[src/uart_pkg.sv]
`default_nettype none

package uart_pkg;

    // Serial timing, kept small so a frame takes only 160 clocks in simulation
    localparam int clks_per_bit = 16;           // A real build changes only this divisor
    localparam int half_bit     = clks_per_bit / 2; // Falling edge to start-bit midpoint
    localparam int data_bits    = 8;            // 8N1 framing, no parity
    localparam int fifo_depth   = 4;            // Receive buffer entries

    typedef logic [7:0]  uart_byte_t;  // One character
    typedef logic [3:0]  apb_addr_t;   // Register byte offset
    typedef logic [31:0] apb_word_t;   // APB read and write data
    typedef logic [3:0]  bit_cnt_t;    // Data bit index within a frame
    typedef logic [4:0]  baud_cnt_t;   // Clock count within one bit

    // Register map
    // DATA   read pops the receive FIFO, write starts a transmission
    // STATUS bit 0 rx_avail, bit 1 rx_full, bit 2 tx_busy, bit 3 overrun, bit 4 frame_err
    //        Writing a one to bit 3 or bit 4 clears that sticky flag
    // CTRL   bit 0 rx_en
    localparam apb_addr_t addr_data   = 4'h0;
    localparam apb_addr_t addr_status = 4'h4;
    localparam apb_addr_t addr_ctrl   = 4'h8;

    // Receiver FSM
    typedef enum logic [1:0] {
        rx_st_idle,   // Waiting for the line to drop
        rx_st_start,  // Counting to the start-bit midpoint
        rx_st_data,   // Sampling data bits mid-bit
        rx_st_stop    // Waiting for the stop-bit midpoint
    } rx_state_t;

    // Transmitter FSM
    typedef enum logic [1:0] {
        tx_st_idle,
        tx_st_start,
        tx_st_data,
        tx_st_stop
    } tx_state_t;

endpackage

`default_nettype wire

[src/uart_apb_regs.sv]
`timescale 1ns/1ps
`default_nettype none

module uart_apb_regs (
    input  logic                 clk,
    input  logic                 rst,
    input  uart_pkg::apb_addr_t  paddr,
    input  logic                 psel,
    input  logic                 penable,
    input  logic                 pwrite,
    input  uart_pkg::apb_word_t  pwdata,
    output uart_pkg::apb_word_t  prdata,
    output logic                 pready,
    output logic                 pslverr,
    output logic                 rx_en,
    output logic                 tx_start,        // One-cycle pulse to the transmitter
    output uart_pkg::uart_byte_t tx_data,
    input  logic                 tx_busy,
    input  uart_pkg::uart_byte_t fifo_rd_data,
    input  logic                 fifo_empty,
    input  logic                 fifo_full,
    output logic                 fifo_pop,
    input  logic                 overrun_pulse,
    input  logic                 frame_err_pulse
);
    import uart_pkg::*;

    logic access;     // Access phase of a transfer
    logic addr_ok;    // Offset hits one of the three registers
    logic data_wr;
    logic status_wr;
    logic ctrl_wr;
    logic overrun;    // Sticky, set by the FIFO
    logic frame_err;  // Sticky, set by the receiver

    assign access    = psel && penable;
    assign addr_ok   = paddr inside {addr_data, addr_status, addr_ctrl};
    assign data_wr   = access && pwrite && (paddr == addr_data);
    assign status_wr = access && pwrite && (paddr == addr_status);
    assign ctrl_wr   = access && pwrite && (paddr == addr_ctrl);

    assign pready  = 1'b1;               // No wait states
    assign pslverr = access && !addr_ok;
    // An empty FIFO reads as zero and is left alone
    assign fifo_pop = access && !pwrite && (paddr == addr_data) && !fifo_empty;

    always_comb begin
        prdata = '0;
        case (paddr)
            addr_data:   if (!fifo_empty) prdata = {24'h0, fifo_rd_data};
            addr_status: prdata = {27'h0, frame_err, overrun, tx_busy, fifo_full, !fifo_empty};
            addr_ctrl:   prdata = {31'h0, rx_en};
            default:     prdata = '0;
        endcase
    end

    always_ff @(posedge clk or posedge rst) begin
        if (rst) begin
            rx_en     <= 1'b0;
            tx_start  <= 1'b0;
            overrun   <= 1'b0;
            frame_err <= 1'b0;
        end else begin
            tx_start <= data_wr && !tx_busy; // Writes to a busy transmitter are lost
            if (ctrl_wr) rx_en <= pwdata[0];
            // A new error wins over a clear in the same cycle
            if (overrun_pulse) begin
                overrun <= 1'b1;
            end else if (status_wr && pwdata[3]) begin
                overrun <= 1'b0;
            end
            if (frame_err_pulse) begin
                frame_err <= 1'b1;
            end else if (status_wr && pwdata[4]) begin
                frame_err <= 1'b0;
            end
        end
    end

    // Byte held for the transmitter to load along with tx_start
    always_ff @(posedge clk) begin
        if (data_wr && !tx_busy) begin
            tx_data <= pwdata[data_bits-1:0];
        end
    end

endmodule

`default_nettype wire

[src/uart_apb_top.sv]
`timescale 1ns/1ps
`default_nettype none

module uart_apb_top (
    input  logic                clk,
    input  logic                rst,
    input  uart_pkg::apb_addr_t paddr,
    input  logic                psel,
    input  logic                penable,
    input  logic                pwrite,
    input  uart_pkg::apb_word_t pwdata,
    output uart_pkg::apb_word_t prdata,
    output logic                pready,
    output logic                pslverr,
    input  logic                rx,   // Serial in
    output logic                tx    // Serial out
);
    import uart_pkg::*;

    logic       rx_en;
    logic       tx_start;
    uart_byte_t tx_data;
    logic       tx_busy;
    uart_byte_t rx_data;
    logic       rx_valid;
    logic       rx_frame_err;
    uart_byte_t fifo_rd_data;
    logic       fifo_empty;
    logic       fifo_full;
    logic       fifo_pop;
    logic       overrun_pulse;

    uart_apb_regs u_regs (
        .clk, .rst, .paddr, .psel, .penable, .pwrite, .pwdata, .prdata, .pready, .pslverr,
        .rx_en, .tx_start, .tx_data, .tx_busy, .fifo_rd_data, .fifo_empty, .fifo_full,
        .fifo_pop, .overrun_pulse, .frame_err_pulse(rx_frame_err)
    );

    uart_rx u_rx (
        .clk, .rst, .rx_en, .rx, .rx_data, .rx_valid, .rx_frame_err
    );

    // Receiver output goes straight into the buffer, no handshake
    uart_rx_fifo u_fifo (
        .clk, .rst, .wr_en(rx_valid), .wr_data(rx_data), .pop(fifo_pop),
        .rd_data(fifo_rd_data), .empty(fifo_empty), .full(fifo_full), .overrun_pulse
    );

    uart_tx u_tx (
        .clk, .rst, .tx_start, .tx_data, .tx, .tx_busy
    );

endmodule

`default_nettype wire

[src/uart_rx.sv]
`timescale 1ns/1ps
`default_nettype none

module uart_rx (
    input  logic                 clk,
    input  logic                 rst,
    input  logic                 rx_en,        // Only checked between frames
    input  logic                 rx,           // Asynchronous serial line, idle high
    output uart_pkg::uart_byte_t rx_data,      // Valid while rx_valid is high
    output logic                 rx_valid,     // One-cycle pulse per good frame
    output logic                 rx_frame_err  // One-cycle pulse when the stop bit is low
);
    import uart_pkg::*;

    logic      rx_meta;   // First synchronizer stage
    logic      rx_sync;   // Second stage, the only copy of the line the FSM looks at
    rx_state_t state;
    baud_cnt_t baud_cnt;
    bit_cnt_t  bit_idx;
    logic      bit_done;  // Last clock of a full bit period

    assign bit_done = (baud_cnt == baud_cnt_t'(clks_per_bit - 1));

    // Both stages come out of reset at the idle level, so reset never looks like a start bit
    always_ff @(posedge clk or posedge rst) begin
        if (rst) begin
            rx_meta <= 1'b1;
            rx_sync <= 1'b1;
        end else begin
            rx_meta <= rx;
            rx_sync <= rx_meta;
        end
    end

    always_ff @(posedge clk or posedge rst) begin
        if (rst) begin
            state        <= rx_st_idle;
            baud_cnt     <= '0;
            bit_idx      <= '0;
            rx_valid     <= 1'b0;
            rx_frame_err <= 1'b0;
        end else begin
            rx_valid     <= 1'b0; // Both flags are single-cycle pulses
            rx_frame_err <= 1'b0;
            case (state)
                rx_st_idle: begin
                    baud_cnt <= '0;
                    bit_idx  <= '0;
                    if (rx_en && !rx_sync) begin
                        state <= rx_st_start; // Line dropped, go look at its middle
                    end
                end
                rx_st_start: begin
                    if (baud_cnt == baud_cnt_t'(half_bit - 1)) begin
                        baud_cnt <= '0;
                        // A line that is high again at the midpoint was only a glitch
                        state    <= rx_sync ? rx_st_idle : rx_st_data;
                    end else begin
                        baud_cnt <= baud_cnt + 1'b1;
                    end
                end
                rx_st_data: begin
                    if (bit_done) begin
                        baud_cnt <= '0;
                        if (bit_idx == bit_cnt_t'(data_bits - 1)) begin
                            state <= rx_st_stop;
                        end else begin
                            bit_idx <= bit_idx + 1'b1;
                        end
                    end else begin
                        baud_cnt <= baud_cnt + 1'b1;
                    end
                end
                rx_st_stop: begin
                    if (bit_done) begin // Midpoint of the stop bit
                        state        <= rx_st_idle;
                        rx_valid     <= rx_sync;
                        rx_frame_err <= !rx_sync;
                    end else begin
                        baud_cnt <= baud_cnt + 1'b1;
                    end
                end
                default: state <= rx_st_idle;
            endcase
        end
    end

    // Data arrives LSB first, so each new bit enters at the top and moves down
    always_ff @(posedge clk) begin
        if (state == rx_st_data && bit_done) begin
            rx_data <= {rx_sync, rx_data[data_bits-1:1]};
        end
    end

endmodule

`default_nettype wire

[src/uart_rx_fifo.sv]
`timescale 1ns/1ps
`default_nettype none

module uart_rx_fifo (
    input  logic                 clk,
    input  logic                 rst,
    input  logic                 wr_en,         // Byte from the receiver
    input  uart_pkg::uart_byte_t wr_data,
    input  logic                 pop,           // Head consumed by a DATA read
    output uart_pkg::uart_byte_t rd_data,       // Current head, meaningless when empty
    output logic                 empty,
    output logic                 full,
    output logic                 overrun_pulse  // A byte arrived with no room for it
);
    import uart_pkg::*;

    // Depth is a power of two, so the pointers wrap on their own
    typedef logic [$clog2(fifo_depth)-1:0]   ptr_t;
    typedef logic [$clog2(fifo_depth+1)-1:0] cnt_t;

    uart_byte_t mem [fifo_depth];
    ptr_t       wr_ptr;
    ptr_t       rd_ptr;
    cnt_t       count;   // Entries held, 0 to fifo_depth
    logic       do_wr;
    logic       do_rd;

    assign empty   = (count == '0);
    assign full    = (count == cnt_t'(fifo_depth));
    assign do_wr   = wr_en && !full; // A full buffer drops the new byte
    assign do_rd   = pop && !empty;
    assign rd_data = mem[rd_ptr];

    always_ff @(posedge clk) begin
        if (do_wr) begin
            mem[wr_ptr] <= wr_data;
        end
    end

    always_ff @(posedge clk or posedge rst) begin
        if (rst) begin
            wr_ptr        <= '0;
            rd_ptr        <= '0;
            count         <= '0;
            overrun_pulse <= 1'b0;
        end else begin
            overrun_pulse <= wr_en && full;
            if (do_wr) wr_ptr <= wr_ptr + 1'b1;
            if (do_rd) rd_ptr <= rd_ptr + 1'b1;
            // Simultaneous write and pop leave the count unchanged
            case ({do_wr, do_rd})
                2'b10:   count <= count + 1'b1;
                2'b01:   count <= count - 1'b1;
                default: count <= count;
            endcase
        end
    end

endmodule

`default_nettype wire

[src/uart_tx.sv]
`timescale 1ns/1ps
`default_nettype none

module uart_tx (
    input  logic                 clk,
    input  logic                 rst,
    input  logic                 tx_start,  // Ignored unless the transmitter is idle
    input  uart_pkg::uart_byte_t tx_data,
    output logic                 tx,        // Registered line output
    output logic                 tx_busy
);
    import uart_pkg::*;

    tx_state_t  state;
    baud_cnt_t  baud_cnt;
    bit_cnt_t   bit_idx;
    uart_byte_t shift_reg;  // Bits still to be sent, LSB next
    logic       bit_done;
    logic       load;       // Byte accepted this cycle
    logic       shift_en;   // Next data bit moves onto the line

    assign bit_done = (baud_cnt == baud_cnt_t'(clks_per_bit - 1));
    assign load     = (state == tx_st_idle) && tx_start;
    assign shift_en = bit_done && (state == tx_st_start || state == tx_st_data);

    always_ff @(posedge clk or posedge rst) begin
        if (rst) begin
            state    <= tx_st_idle;
            baud_cnt <= '0;
            bit_idx  <= '0;
            tx       <= 1'b1; // Line idles high
            tx_busy  <= 1'b0;
        end else if (load) begin
            state    <= tx_st_start;
            baud_cnt <= '0;
            bit_idx  <= '0;
            tx       <= 1'b0; // Start bit goes out on the edge after tx_start
            tx_busy  <= 1'b1;
        end else if (state != tx_st_idle) begin
            baud_cnt <= bit_done ? '0 : baud_cnt + 1'b1;
            if (bit_done) begin
                case (state)
                    tx_st_start: begin
                        state <= tx_st_data;
                        tx    <= shift_reg[0];
                    end
                    tx_st_data: begin
                        if (bit_idx == bit_cnt_t'(data_bits - 1)) begin
                            state <= tx_st_stop;
                            tx    <= 1'b1; // Stop bit
                        end else begin
                            bit_idx <= bit_idx + 1'b1;
                            tx      <= shift_reg[0];
                        end
                    end
                    default: begin // End of the stop bit, 160 clocks after the start
                        state   <= tx_st_idle;
                        tx_busy <= 1'b0;
                    end
                endcase
            end
        end
    end

    always_ff @(posedge clk) begin
        if (load) begin
            shift_reg <= tx_data;
        end else if (shift_en) begin
            shift_reg <= {1'b0, shift_reg[data_bits-1:1]}; // Drop the bit now on the line
        end
    end

endmodule

`default_nettype wire
[config.mk]
export PLATFORM = sky130hd
export DESIGN_NAME = uart_apb_top
export DESIGN_NICKNAME = d
export VERILOG_FILES = /design/src/uart_pkg.sv /design/src/uart_apb_regs.sv /design/src/uart_apb_top.sv /design/src/uart_rx.sv /design/src/uart_rx_fifo.sv /design/src/uart_tx.sv
export SDC_FILE = /design/constraint.sdc
export NUM_CORES = 1
export LEC_CHECK = 0
export BUFFER_PORTS_ARGS = -buffer_cell sky130_fd_sc_hd__buf_2
export CAP_MARGIN = 20
export CORE_ASPECT_RATIO = 1.25
export CORE_MARGIN = 1
export CORE_UTILIZATION = 50
export CTS_BUF_LIST = sky130_fd_sc_hd__clkbuf_8
export DETAILED_ROUTE_END_ITERATION = 10
export GPL_ROUTABILITY_DRIVEN = 1
export PLACE_DENSITY_LB_ADDON = 0.15
export SETUP_SLACK_MARGIN = 0.3
export SLEW_MARGIN = 20
export SYNTH_ARGS = -nofsm -noshare
export SYNTH_HDL_FRONTEND = slang
export SYNTH_HIERARCHICAL = 1
export SYNTH_SLANG_ARGS = --single-unit
[constraint.sdc]
create_clock -name clk -period 3.34 [get_ports clk]
set_input_delay 0.167 -clock clk [delete_from_list [all_inputs] [get_ports clk]]
set_output_delay 0.167 -clock clk [all_outputs]
set_load 0.05 [all_outputs]
# Word level (Yosys, flattened, before mapping)
# Memories as Yosys holds them, arrays and structs flattened.
# Cells that the tools add are included.
[word_totals] regBits=64 mem_bits_rw=32 input_bits=42 out_inout_bits=35 elab_cells=156 n_memories=1
[op_classes] addsub=8 n_eq_ne=25 n_mux=51 n_reduce_logical=48
[memory_table] memory="u_fifo.mem" depth=4 word_bits=8 rd=1 rd_clocked_by_memory_dff=0 wr=1 line="uart_rx_fifo.sv:21" rtl="uart_byte_t mem [fifo_depth];"
[op_table] operator="2-to-1 mux 5 bit" n=6
[op_table] operator="2-to-1 mux 4 bit" n=7
[op_table] operator="2-to-1 mux 8 bit" n=3
[op_table] operator="case mux 8 bit (3 select lines)" n=1
[op_table] operator="2-to-1 mux 2 bit" n=10
[op_table] operator="case mux 5 bit (4 select lines)" n=1
[op_table] operator="logical AND 1 bit" n=19
[op_table] operator="2-to-1 mux 1 bit" n=18
[op_table] operator="nonzero test 2 bit" n=9
[op_table] operator="inequality test 2 x 1 -> 1 bit (second input constant)" n=7
[op_table] operator="equality test 4 x 3 -> 1 bit (second input constant)" n=3
[op_table] operator="AND reduction 3 bit" n=4
[op_table] operator="adder 5 x 1 -> 5 bit (second input constant)" n=2
[op_table] operator="equality test 5 x 4 -> 1 bit (second input constant)" n=2
[op_table] operator="adder 4 x 1 -> 4 bit (second input constant)" n=2
[op_table] operator="equality test 2 bit (second input constant)" n=4
[op_table] operator="case mux 2 bit (4 select lines)" n=1
[op_table] operator="case mux 4 bit (2 select lines)" n=1
[op_table] operator="equality test 2 x 1 -> 1 bit (second input constant)" n=3
[op_table] operator="zero test 1 bit" n=6
[op_table] operator="case mux 3 bit (2 select lines)" n=1
[op_table] operator="nonzero test 3 bit" n=2
[op_table] operator="equality test 5 x 3 -> 1 bit (second input constant)" n=1
[op_table] operator="AND reduction 5 bit" n=1
[op_table] operator="other kinds (15)" n=18

# Logic depth before layout (Yosys ltp)
# Gate-level depths: netlist (run 1).
[depth] ltp_word=7 mapped_depth=10 mapped_depth_nobuf=10

# Cells and area by module
# The synthesis (run 1) kept the hierarchy.
[by_module_without_submodules] module="uart_rx_fifo" n_inst=1 cells_per_inst=82 area_per_inst_um2=1624.1 seq_area_each_um2=1161.1
[by_module_without_submodules] module="uart_rx" n_inst=1 cells_per_inst=89 area_per_inst_um2=1076.0 seq_area_each_um2=618.1
[by_module_without_submodules] module="uart_tx" n_inst=1 cells_per_inst=90 area_per_inst_um2=1066.0 seq_area_each_um2=566.8
[by_module_without_submodules] module="uart_apb_regs" n_inst=1 cells_per_inst=70 area_per_inst_um2=769.5 seq_area_each_um2=340.3

# Worst setup path after synthesis (run 1)
# Ideal clock, no wire load.
[synth_path] path_type="register to register" from="reg u_fifo.count[0]" to="reg u_fifo.count[2]" setup_ns=0.079 t_arrival_ns=2.232 t_required_ns=3.261 path_slack_ns=1.028 stages_incl_launch_ff=11 path_buffers=0 period_less_slack_ns=2.312 path_cell_list="dfrtp_1 nor3_1 nor4_4 nor3b_1 o31a_2 ha_1 inv_1 fa_1 xor2_1 nor2_1 xor2_1"
[synth_via] elab_chain_cells=6 elab_cells_between_ends=13 cone_classes="2 x add/sub; 3 x eq/ne; 1 x mux; 7 x reduce/logical"
[synth_rtl] element="from (decl)" line="uart_rx_fifo.sv:24" rtl="cnt_t count;"
[synth_rtl] element="from (signal assigned)" line="uart_rx_fifo.sv:52" rtl="2'b10: count <= count + 1'b1;"
[synth_rtl] element="from (signal assigned)" line="uart_rx_fifo.sv:53" rtl="2'b01: count <= count - 1'b1;"
[synth_rtl] element="from (signal assigned)" line="uart_rx_fifo.sv:54" rtl="default: count <= count;"
[synth_rtl] element="zero test 3 bit (*)" line="uart_rx_fifo.sv:28" rtl="assign empty = (count == '0);"
[synth_rtl] element="net fifo_empty" line="uart_apb_top.sv:28" rtl="logic fifo_empty;"
[synth_rtl] element="zero test 1 bit (*)" line="uart_apb_regs.sv:45" rtl="assign fifo_pop = access && !pwrite && (paddr == addr_data) && !fifo_empty;"
[synth_rtl] element="logical AND 1 bit (*)" line="uart_apb_regs.sv:45"
[synth_rtl] element="net fifo_pop" line="uart_apb_top.sv:30" rtl="logic fifo_pop;"
[synth_rtl] element="logical AND 1 bit (*)" line="uart_rx_fifo.sv:31" rtl="assign do_rd = pop && !empty;"
[synth_rtl] element="net u_fifo.do_rd" line="uart_rx_fifo.sv:26" rtl="logic do_rd;"
[synth_rtl] element="equality test 2 x 1 -> 1 bit or equality test 2 bit (tied branches)" line="uart_rx_fifo.sv:51" rtl="case ({do_wr, do_rd})"
[synth_rtl] element="case mux 3 bit (2 select lines) or nonzero test 2 bit (tied branches)"
# The timed path passes the listed nets; every way through them passes the cells marked *.
# A chain may end at the register's enable or synchronous reset.

# Worst setup path in the final report (run 1)
# Ends and elaborated chain as after synthesis.

==> results of run 1 <==
## how the worst max path moves through the flow
| stage | startpoint | endpoint | slack (ns) |
|---|---|---|---|
| floorplan | u_fifo/count[0]$_DFFE_PP0P_ | u_fifo/count[2]$_DFFE_PP0P_ | 1.03 |
| global placement | u_fifo/count[0]$_DFFE_PP0P_ | u_fifo/count[2]$_DFFE_PP0P_ | 0.77 |
| detailed placement | u_fifo/count[0]$_DFFE_PP0P_ | u_fifo/count[2]$_DFFE_PP0P_ | 0.74 |
| CTS | u_fifo/count[0]$_DFFE_PP0P_ | u_fifo/count[2]$_DFFE_PP0P_ | 0.71 |
| global route | u_fifo/count[0]$_DFFE_PP0P_ | u_fifo/count[2]$_DFFE_PP0P_ | 0.57 |
| finish | u_fifo/count[0]$_DFFE_PP0P_ | u_fifo/count[2]$_DFFE_PP0P_ | 0.76 |
## worst max-delay path: cells and delay by family, from the launching register on
kind | cells | cell delay, ns
AOI/OAI and AO/OA | 1 | 0.22
and+or+nand+nor | 4 | 0.71
buffers and inverters | 2 | 0.25
adders and majority gates | 2 | 0.55
xor gates and xnor gates | 2 | 0.29
DFF | 1 | 0.49
## cell families (layout without fill, tap and decap cells)
logic type	Yosys count	after routing
buffers and inverters	52	77
multiplexers	23	23
AND/OR/NAND/NOR	86	86
flip-flops	96	96
XOR/XNOR	7	7
other	2	25
adder cells (fa/ha/maj)	15	15
AO/OA/AOI/OAI	50	50
## layout make-up
class	count	area, um^2	area share (%)
clock buffers	9	124	2.47
repair buffers	40	258	5.15
clock inverters	7	72.6	1.45
well taps	120	150	3.00
flip-flops and latches	96	2690	53.6
multi-input cells	206	1640	32.7
inverters	21	78.8	1.57
## cells in the mapped netlist (all sizes together), types with 7 or more instances
cell and count:
and2 12, inv 21, dfrtp 37, edfxtp 56, mux2 10, ha 14, mux4 8, o21ai 14
buf 27, nor2 13, a31oi 7, nand2 15
## layer usage
metal  share of wire, %  track usage [%]  vias up
li1                   -                -     1247
met1                 44             21.7     1244
met2                 51             29.9       40
met3                3.2             3.82       11
met4                2.1             8.78        0
met5                  0                0        -
## per-stage QoR
step / hold WS [ns] / setup WS (ns) / cell area [um^2]
CTS: 0.238 / 0.708 / 5010
global placement: 0.105 / 0.766 / 4710
finish: 0.238 / 0.763 / 5010
detailed placement: 0.108 / 0.739 / 4710
floorplan: -0.0669 / 1.03 / 4620
global route: 0.260 / 0.570 / 5010
## power groups by stage
stage / clock network, mW / registers, mW / logic, mW
floorplan: 0 / 1.49 / 0.541
global placement: 0 / 1.54 / 0.572
detailed placement: 0 / 1.54 / 0.586
CTS: 0.778 / 1.52 / 0.597
global route: 0.822 / 1.54 / 0.666
finish: 0.746 / 1.52 / 0.593
## timing repair
| action | 4_1_cts | 5_1_grt |
|---|---|---|
| gates resized for setup | 0 | 0 |
| hold endpoints to repair | 48 | 0 |
| hold buffers | 10 | 0 |
==> impl_metrics.csv, run 1 <==
group,metric,value,unit
detailed_routing,finalWirelength,7510,um
hold_path,hold_depth,5,
detailed_routing,route.detailed.drc,0,
timing,setup_viol,0,
floorplan,die_w,87.2,um
floorplan,die-area,9460,um^2
detailed_routing,vias,2542,
power,p_leak,1.99,nW
detailed_routing,ant_nets,0,
cells_and_area,utilization,57.2,%
power,intPower,1.91,mW
detailed_routing,vias_per_cell,5.09,
placement,dp_hpwl,5140,um
setup_path,critPathMaxFanout,8,
power,pwr-share-clk,26.1,%
synth,yosys.area.top_type,"edfxtp_1",
synth,synth_seq_area_share,59.2,%
synth,synth_top_family_by_area,"simple AND/OR/NAND/NOR gates",
setup_path,ff2ff_path_depth,11,
timing,final-hold-violation-count,0,
setup_path,r2r_slack,0.76,ns
clock_network,tritoncts.num_buffers,9,
hold_path,hp-class,"primary input to flip-flop",
power,ir_drop,0.000319,V
clock_network,cts_setup_buffers,0,
timing,rsz0062_at_grt,"false",
clock_network,path_clk_slew,0.11,ns
detailed_routing,wire_per_inst,15.0,um
power,p_seq_share,53.1,%
synth,synth_compound_area_share,7.70,%
cells_and_area,drive_above_1_share,22.7,%
timing,clock_skew,0.0102,ns
timing,period_needed,2.58,ns
setup_path,rr_startpoint,"u_fifo/count[0]$_DFFE_PP0P_",
synth,synth.avg_cell_area,13.7,um^2
clock_network,clock-root-buffer,"clkbuf_8",
floorplan,boundaryPins,77,
timing,timing.final.crit_share,77.2,%
global_route,grt_max_degree,20,
placement,io_buffers,27,
clock_network,cts.sinks,96,
synth,yosys-mux-area-fraction,7.72,%
synth,synth_area_leaders,"edfxtp_1 (37%), dfrtp_1 (20%), buf_4 (4.1%)",
setup_path,worstSetupEndpointType,"flip-flop",
synth,ys_async_sr_fraction,41.7,%
timing,worstMarginPinSlew,0.633,ns
floorplan,die_h,108,um
placement,gp_congestion,0.769,
cells_and_area,largest_reg_flops,32,
power,total_power,2.86,mW
setup_path,reg2reg_to,"u_fifo/count[2]$_DFFE_PP0P_",
floorplan,start_util,51.8,%
clock_network,cts_htree_levels,3,
run_status,outcome,"finished, final reports clean",
setup_path,crit_arrival,2.88,ns
setup_path,worst_path_largest_cell_delay,0.49,ns
global_route,grt_remaining_overflow,0,
setup_path,worstPathCellList,"nor3_1 -> nor4_4 -> buf_4 -> nor3b_1 -> o31a_2 -> ha_1 -> inv_1 -> fa_1 -> xor2_1 -> nor2_1 -> xor2_1",
timing,slew_headroom,57.8,%
cells_and_area,final_cell_mix,"edfxtp_1 (56), dfrtp_1 (37), buf_2 (27)",
cells_and_area,top_register,"u_fifo/mem",
cells_and_area,area_growth,10.4,%
synth,synth.ff_latch_count,96,
cells_and_area,final.fill_count,752,
setup_path,cp.required,3.65,ns
timing,fmax,0.388,GHz
synth,synth-edff-count,56,
clock_network,cts_tree,"yes",
synth,synth_area,4540,um^2
setup_path,critPathKind,"flip-flop to flip-flop",
cells_and_area,instances_no_fill,499,
hold_path,min_from,"pwrite",
global_route,antenna_found_initial,0,
synth,yosys.area_share.simple,13.0,%
setup_path,start_kind,"flip-flop",
timing,fin_tns_setup,0,ns
power,p_sw_share,33.2,%
global_route,grt_first_pass_wirelength,12200,um
detailed_routing,drt_pass1_iterations,4,
hold_path,worstHoldEndpoint,"u_fifo/rd_ptr[1]$_DFFE_PP0P_",
power,power_density,570,nW/um^2
synth,synth_flop_cell,"edfxtp_1",
clock_network,clockBufferDepth,2,
synth,yosysTopAreaCellShare,37.1,%
placement,dp.cells,473,
synth,synth-xor-area-share,1.35,%
cells_and_area,antenna_cells,0,
floorplan,rows,38,
power,p_comb_share,20.8,%
synth,ys_warn_count,6,
power,switchingPower,0.947,mW
global_route,grt_pass1_vias,2517,
setup_path,critPathSlowestCell,"dfrtp_1",
setup_path,cp_common_cell,"xor2_1",
synth,netlist_instances,331,
synth,synth-adder-area-share,4.30,%
detailed_routing,drt_iter0_drc,85,
cells_and_area,final_common_cell,"edfxtp_1",
synth,ys_types,70,
timing,slew_violations,0,
global_route,track_usage,17.8,%
clock_network,clock_latency,0.38,ns
floorplan,coreArea,8750,um^2
flow_run,drv_cap,0,
cells_and_area,final_net_count,431,
(Power assumes the default switching activity.)
==> inputs of run 2 (changes only) <==
- clock period: 3.34 -> 2.1 ns (I/O delays scaled with it)
==> impl_metrics.csv, run 2 (synthesis gave the netlist of run 1 again) <==
group,metric,value,unit
run_status,outcome,"finished, final reports clean",
global_route,track_usage,18.4,%
cells_and_area,top_register,"u_fifo/mem",
power,total_power,4.92,mW
floorplan,die_w,87.2,um
power,power_density,922,nW/um^2
detailed_routing,ant_nets,0,
floorplan,die-area,9460,um^2
global_route,antenna_found_initial,0,
clock_network,clockBufferDepth,2,
timing,timing.final.crit_share,95.4,%
global_route,grt_pass1_vias,2629,
power,p_leak,2.13,nW
clock_network,path_clk_slew,0.10,ns
cells_and_area,design_area,5330,um^2
placement,placed_area,4860,um^2
floorplan,start_util,51.8,%
floorplan,coreArea,8750,um^2
setup_path,start_kind,"flip-flop",
timing,slew_violations,0,
detailed_routing,vias_per_cell,5.09,
clock_network,clock-root-buffer,"clkbuf_8",
timing,setup_viol,0,
timing,slew_headroom,60.1,%
detailed_routing,drt_iter0_drc,90,
cells_and_area,final_net_count,453,
cells_and_area,final_common_cell,"edfxtp_1",
global_route,grt_remaining_overflow,0,
detailed_routing,finalWirelength,8080,um
timing,period_needed,2.00,ns
timing,worstMarginPinSlew,0.598,ns
placement,io_buffers,27,
placement,pre_cts_ws,-0.0305,ns
detailed_routing,route.detailed.drc,0,
setup_path,critPathKind,"flip-flop to primary output",
hold_path,hp-class,"primary input to async pin",
setup_path,cp.required,2.00,ns
timing,fmax,0.499,GHz
cells_and_area,antenna_cells,0,
detailed_routing,vias,2653,
detailed_routing,wire_per_inst,15.5,um
cells_and_area,final.fill_count,703,
global_route,grt_first_pass_wirelength,12900,um
setup_path,critPathMaxFanout,9,
timing,clock_skew,0.0146,ns
cells_and_area,drive_above_1_share,31.9,%
floorplan,die_h,108,um
clock_network,tritoncts.num_buffers,9,
placement,gp_congestion,0.750,
floorplan,boundaryPins,77,
cells_and_area,final_cell_mix,"edfxtp_1 (56), dfrtp_1 (35), buf_4 (31)",
cells_and_area,area_growth,17.5,%
floorplan,rows,38,
timing,rsz0062_at_grt,"true",
setup_path,worstSetupEndpointType,"primary output",
placement,dp_hpwl,5560,um
timing,fin_tns_setup,0,ns
clock_network,cts_tree,"yes",
cells_and_area,largest_reg_flops,32,
clock_network,cts_htree_levels,3,
clock_network,cts.sinks,96,
timing,final-hold-violation-count,0,
power,ir_drop,0.000522,V
clock_network,clock_latency,0.36,ns
flow_run,drv_cap,0,
timing,worst_slack,0.0964,ns
setup_path,crit_arrival,1.90,ns
detailed_routing,drt_pass1_iterations,4,
global_route,grt_max_degree,19,
==> run 2: cell types whose count changed in the layout (fill, tap and decap cells not counted), moves of 2 or more <==
cell | previous run | this run
and2_2 | 1 | 5
ha_1 | 14 | 11
ha_4 | 0 | 2
inv_1 | 21 | 19
dfrtp_2 | 0 | 2
buf_12 | 0 | 2
bufinv_16 | 0 | 2
buf_2 | 27 | 19
dfrtp_1 | 37 | 35
buf_4 | 3 | 31
and2_1 | 11 | 6
inv_2 | 0 | 2
==> run 2: routing by layer <==
| layer | track usage (%) | part of all wire [%] | up-vias |
|---|---|---|---|
| met4 | 5.97 | 1.1 | 0 |
| li1 | - | - | 1289 |
| met3 | 3.74 | 2.5 | 9 |
| met2 | 30.4 | 50 | 37 |
| met5 | 0 | 0 | - |
| met1 | 24.3 | 46 | 1318 |
==> run 2: final cells by class <==
type,count,area (um^2),share of cell area (%)
tap,120,150,2.82
inverter,21,78.8,1.48
clock inverter,7,108,2.02
clock buffer,9,124,2.32
multi-input combinational,206,1710,32.1
sequential,96,2690,50.4
timing repair buffer,62,468,8.78
==> run 2: path summary, 6_finish.rpt <==
check | slack (ns) | to | start | cells after the start
setup / recovery | 0.1 | prdata[0] | u_fifo/rd_ptr[0]$_DFFE_PP0P_ | 6
hold / removal | 0.22 | u_regs/frame_err$_DFFE_PP0P_ | rst | 3
setup reg to reg | 0.11 | u_fifo/count[2]$_DFFE_PP0P_ | u_fifo/count[2]$_DFFE_PP0P_ | 10
hold reg to reg | 0.36 | u_rx/rx_sync$_DFF_PP1_ | u_rx/rx_meta$_DFF_PP1_ | 0
max in group asynchronous | 1.30 | u_rx/baud_cnt[0]$_DFFE_PP0P_ | rst | 3
min in group clk | 0.22 | u_regs/rx_en$_DFFE_PP0P_ | penable | 4
==> run 2: per-stage QoR <==
stage,std cells,hold WS (ns),util (%)
floorplan,354,-0.129,-
global placement,486,0.0408,55.6
detailed placement,486,0.0425,55.6
CTS,516,0.195,60.3
global route,521,0.236,60.9
finish,521,0.224,60.9
==> run 2: what timing repair did <==
| item | CTS | global route |
|---|---|---|
| resized for setup | 13 | 8 |
| pin swaps | 4 | 1 |
| hold buffers | 10 | 0 |
| cloned | 0 | 0 |
| setup endpoints to repair | 35 | 46 |
| endpoints found under the hold margin | 49 | 0 |
| buffers inserted | 4 | 5 |
==> run 2: worst max-delay path: stages, from the launching register on <==
cell and delay [ns]:
dfrtp_1 0.39, buf_12 0.15, mux4_2 0.52, nor2_1 0.11
o32a_1 0.16, nor2_2 0.04, buf_4 0.18
==> run 2: report_power, final <==
group          internal, mW  switching (mW)  leakage [nW]  total (mW)
clock                 0.696           0.679         0.114        1.37
combinational         0.524           0.640          1.01        1.16
sequential             2.16           0.212          1.00        2.38
total                  3.38            1.53          2.13        4.92
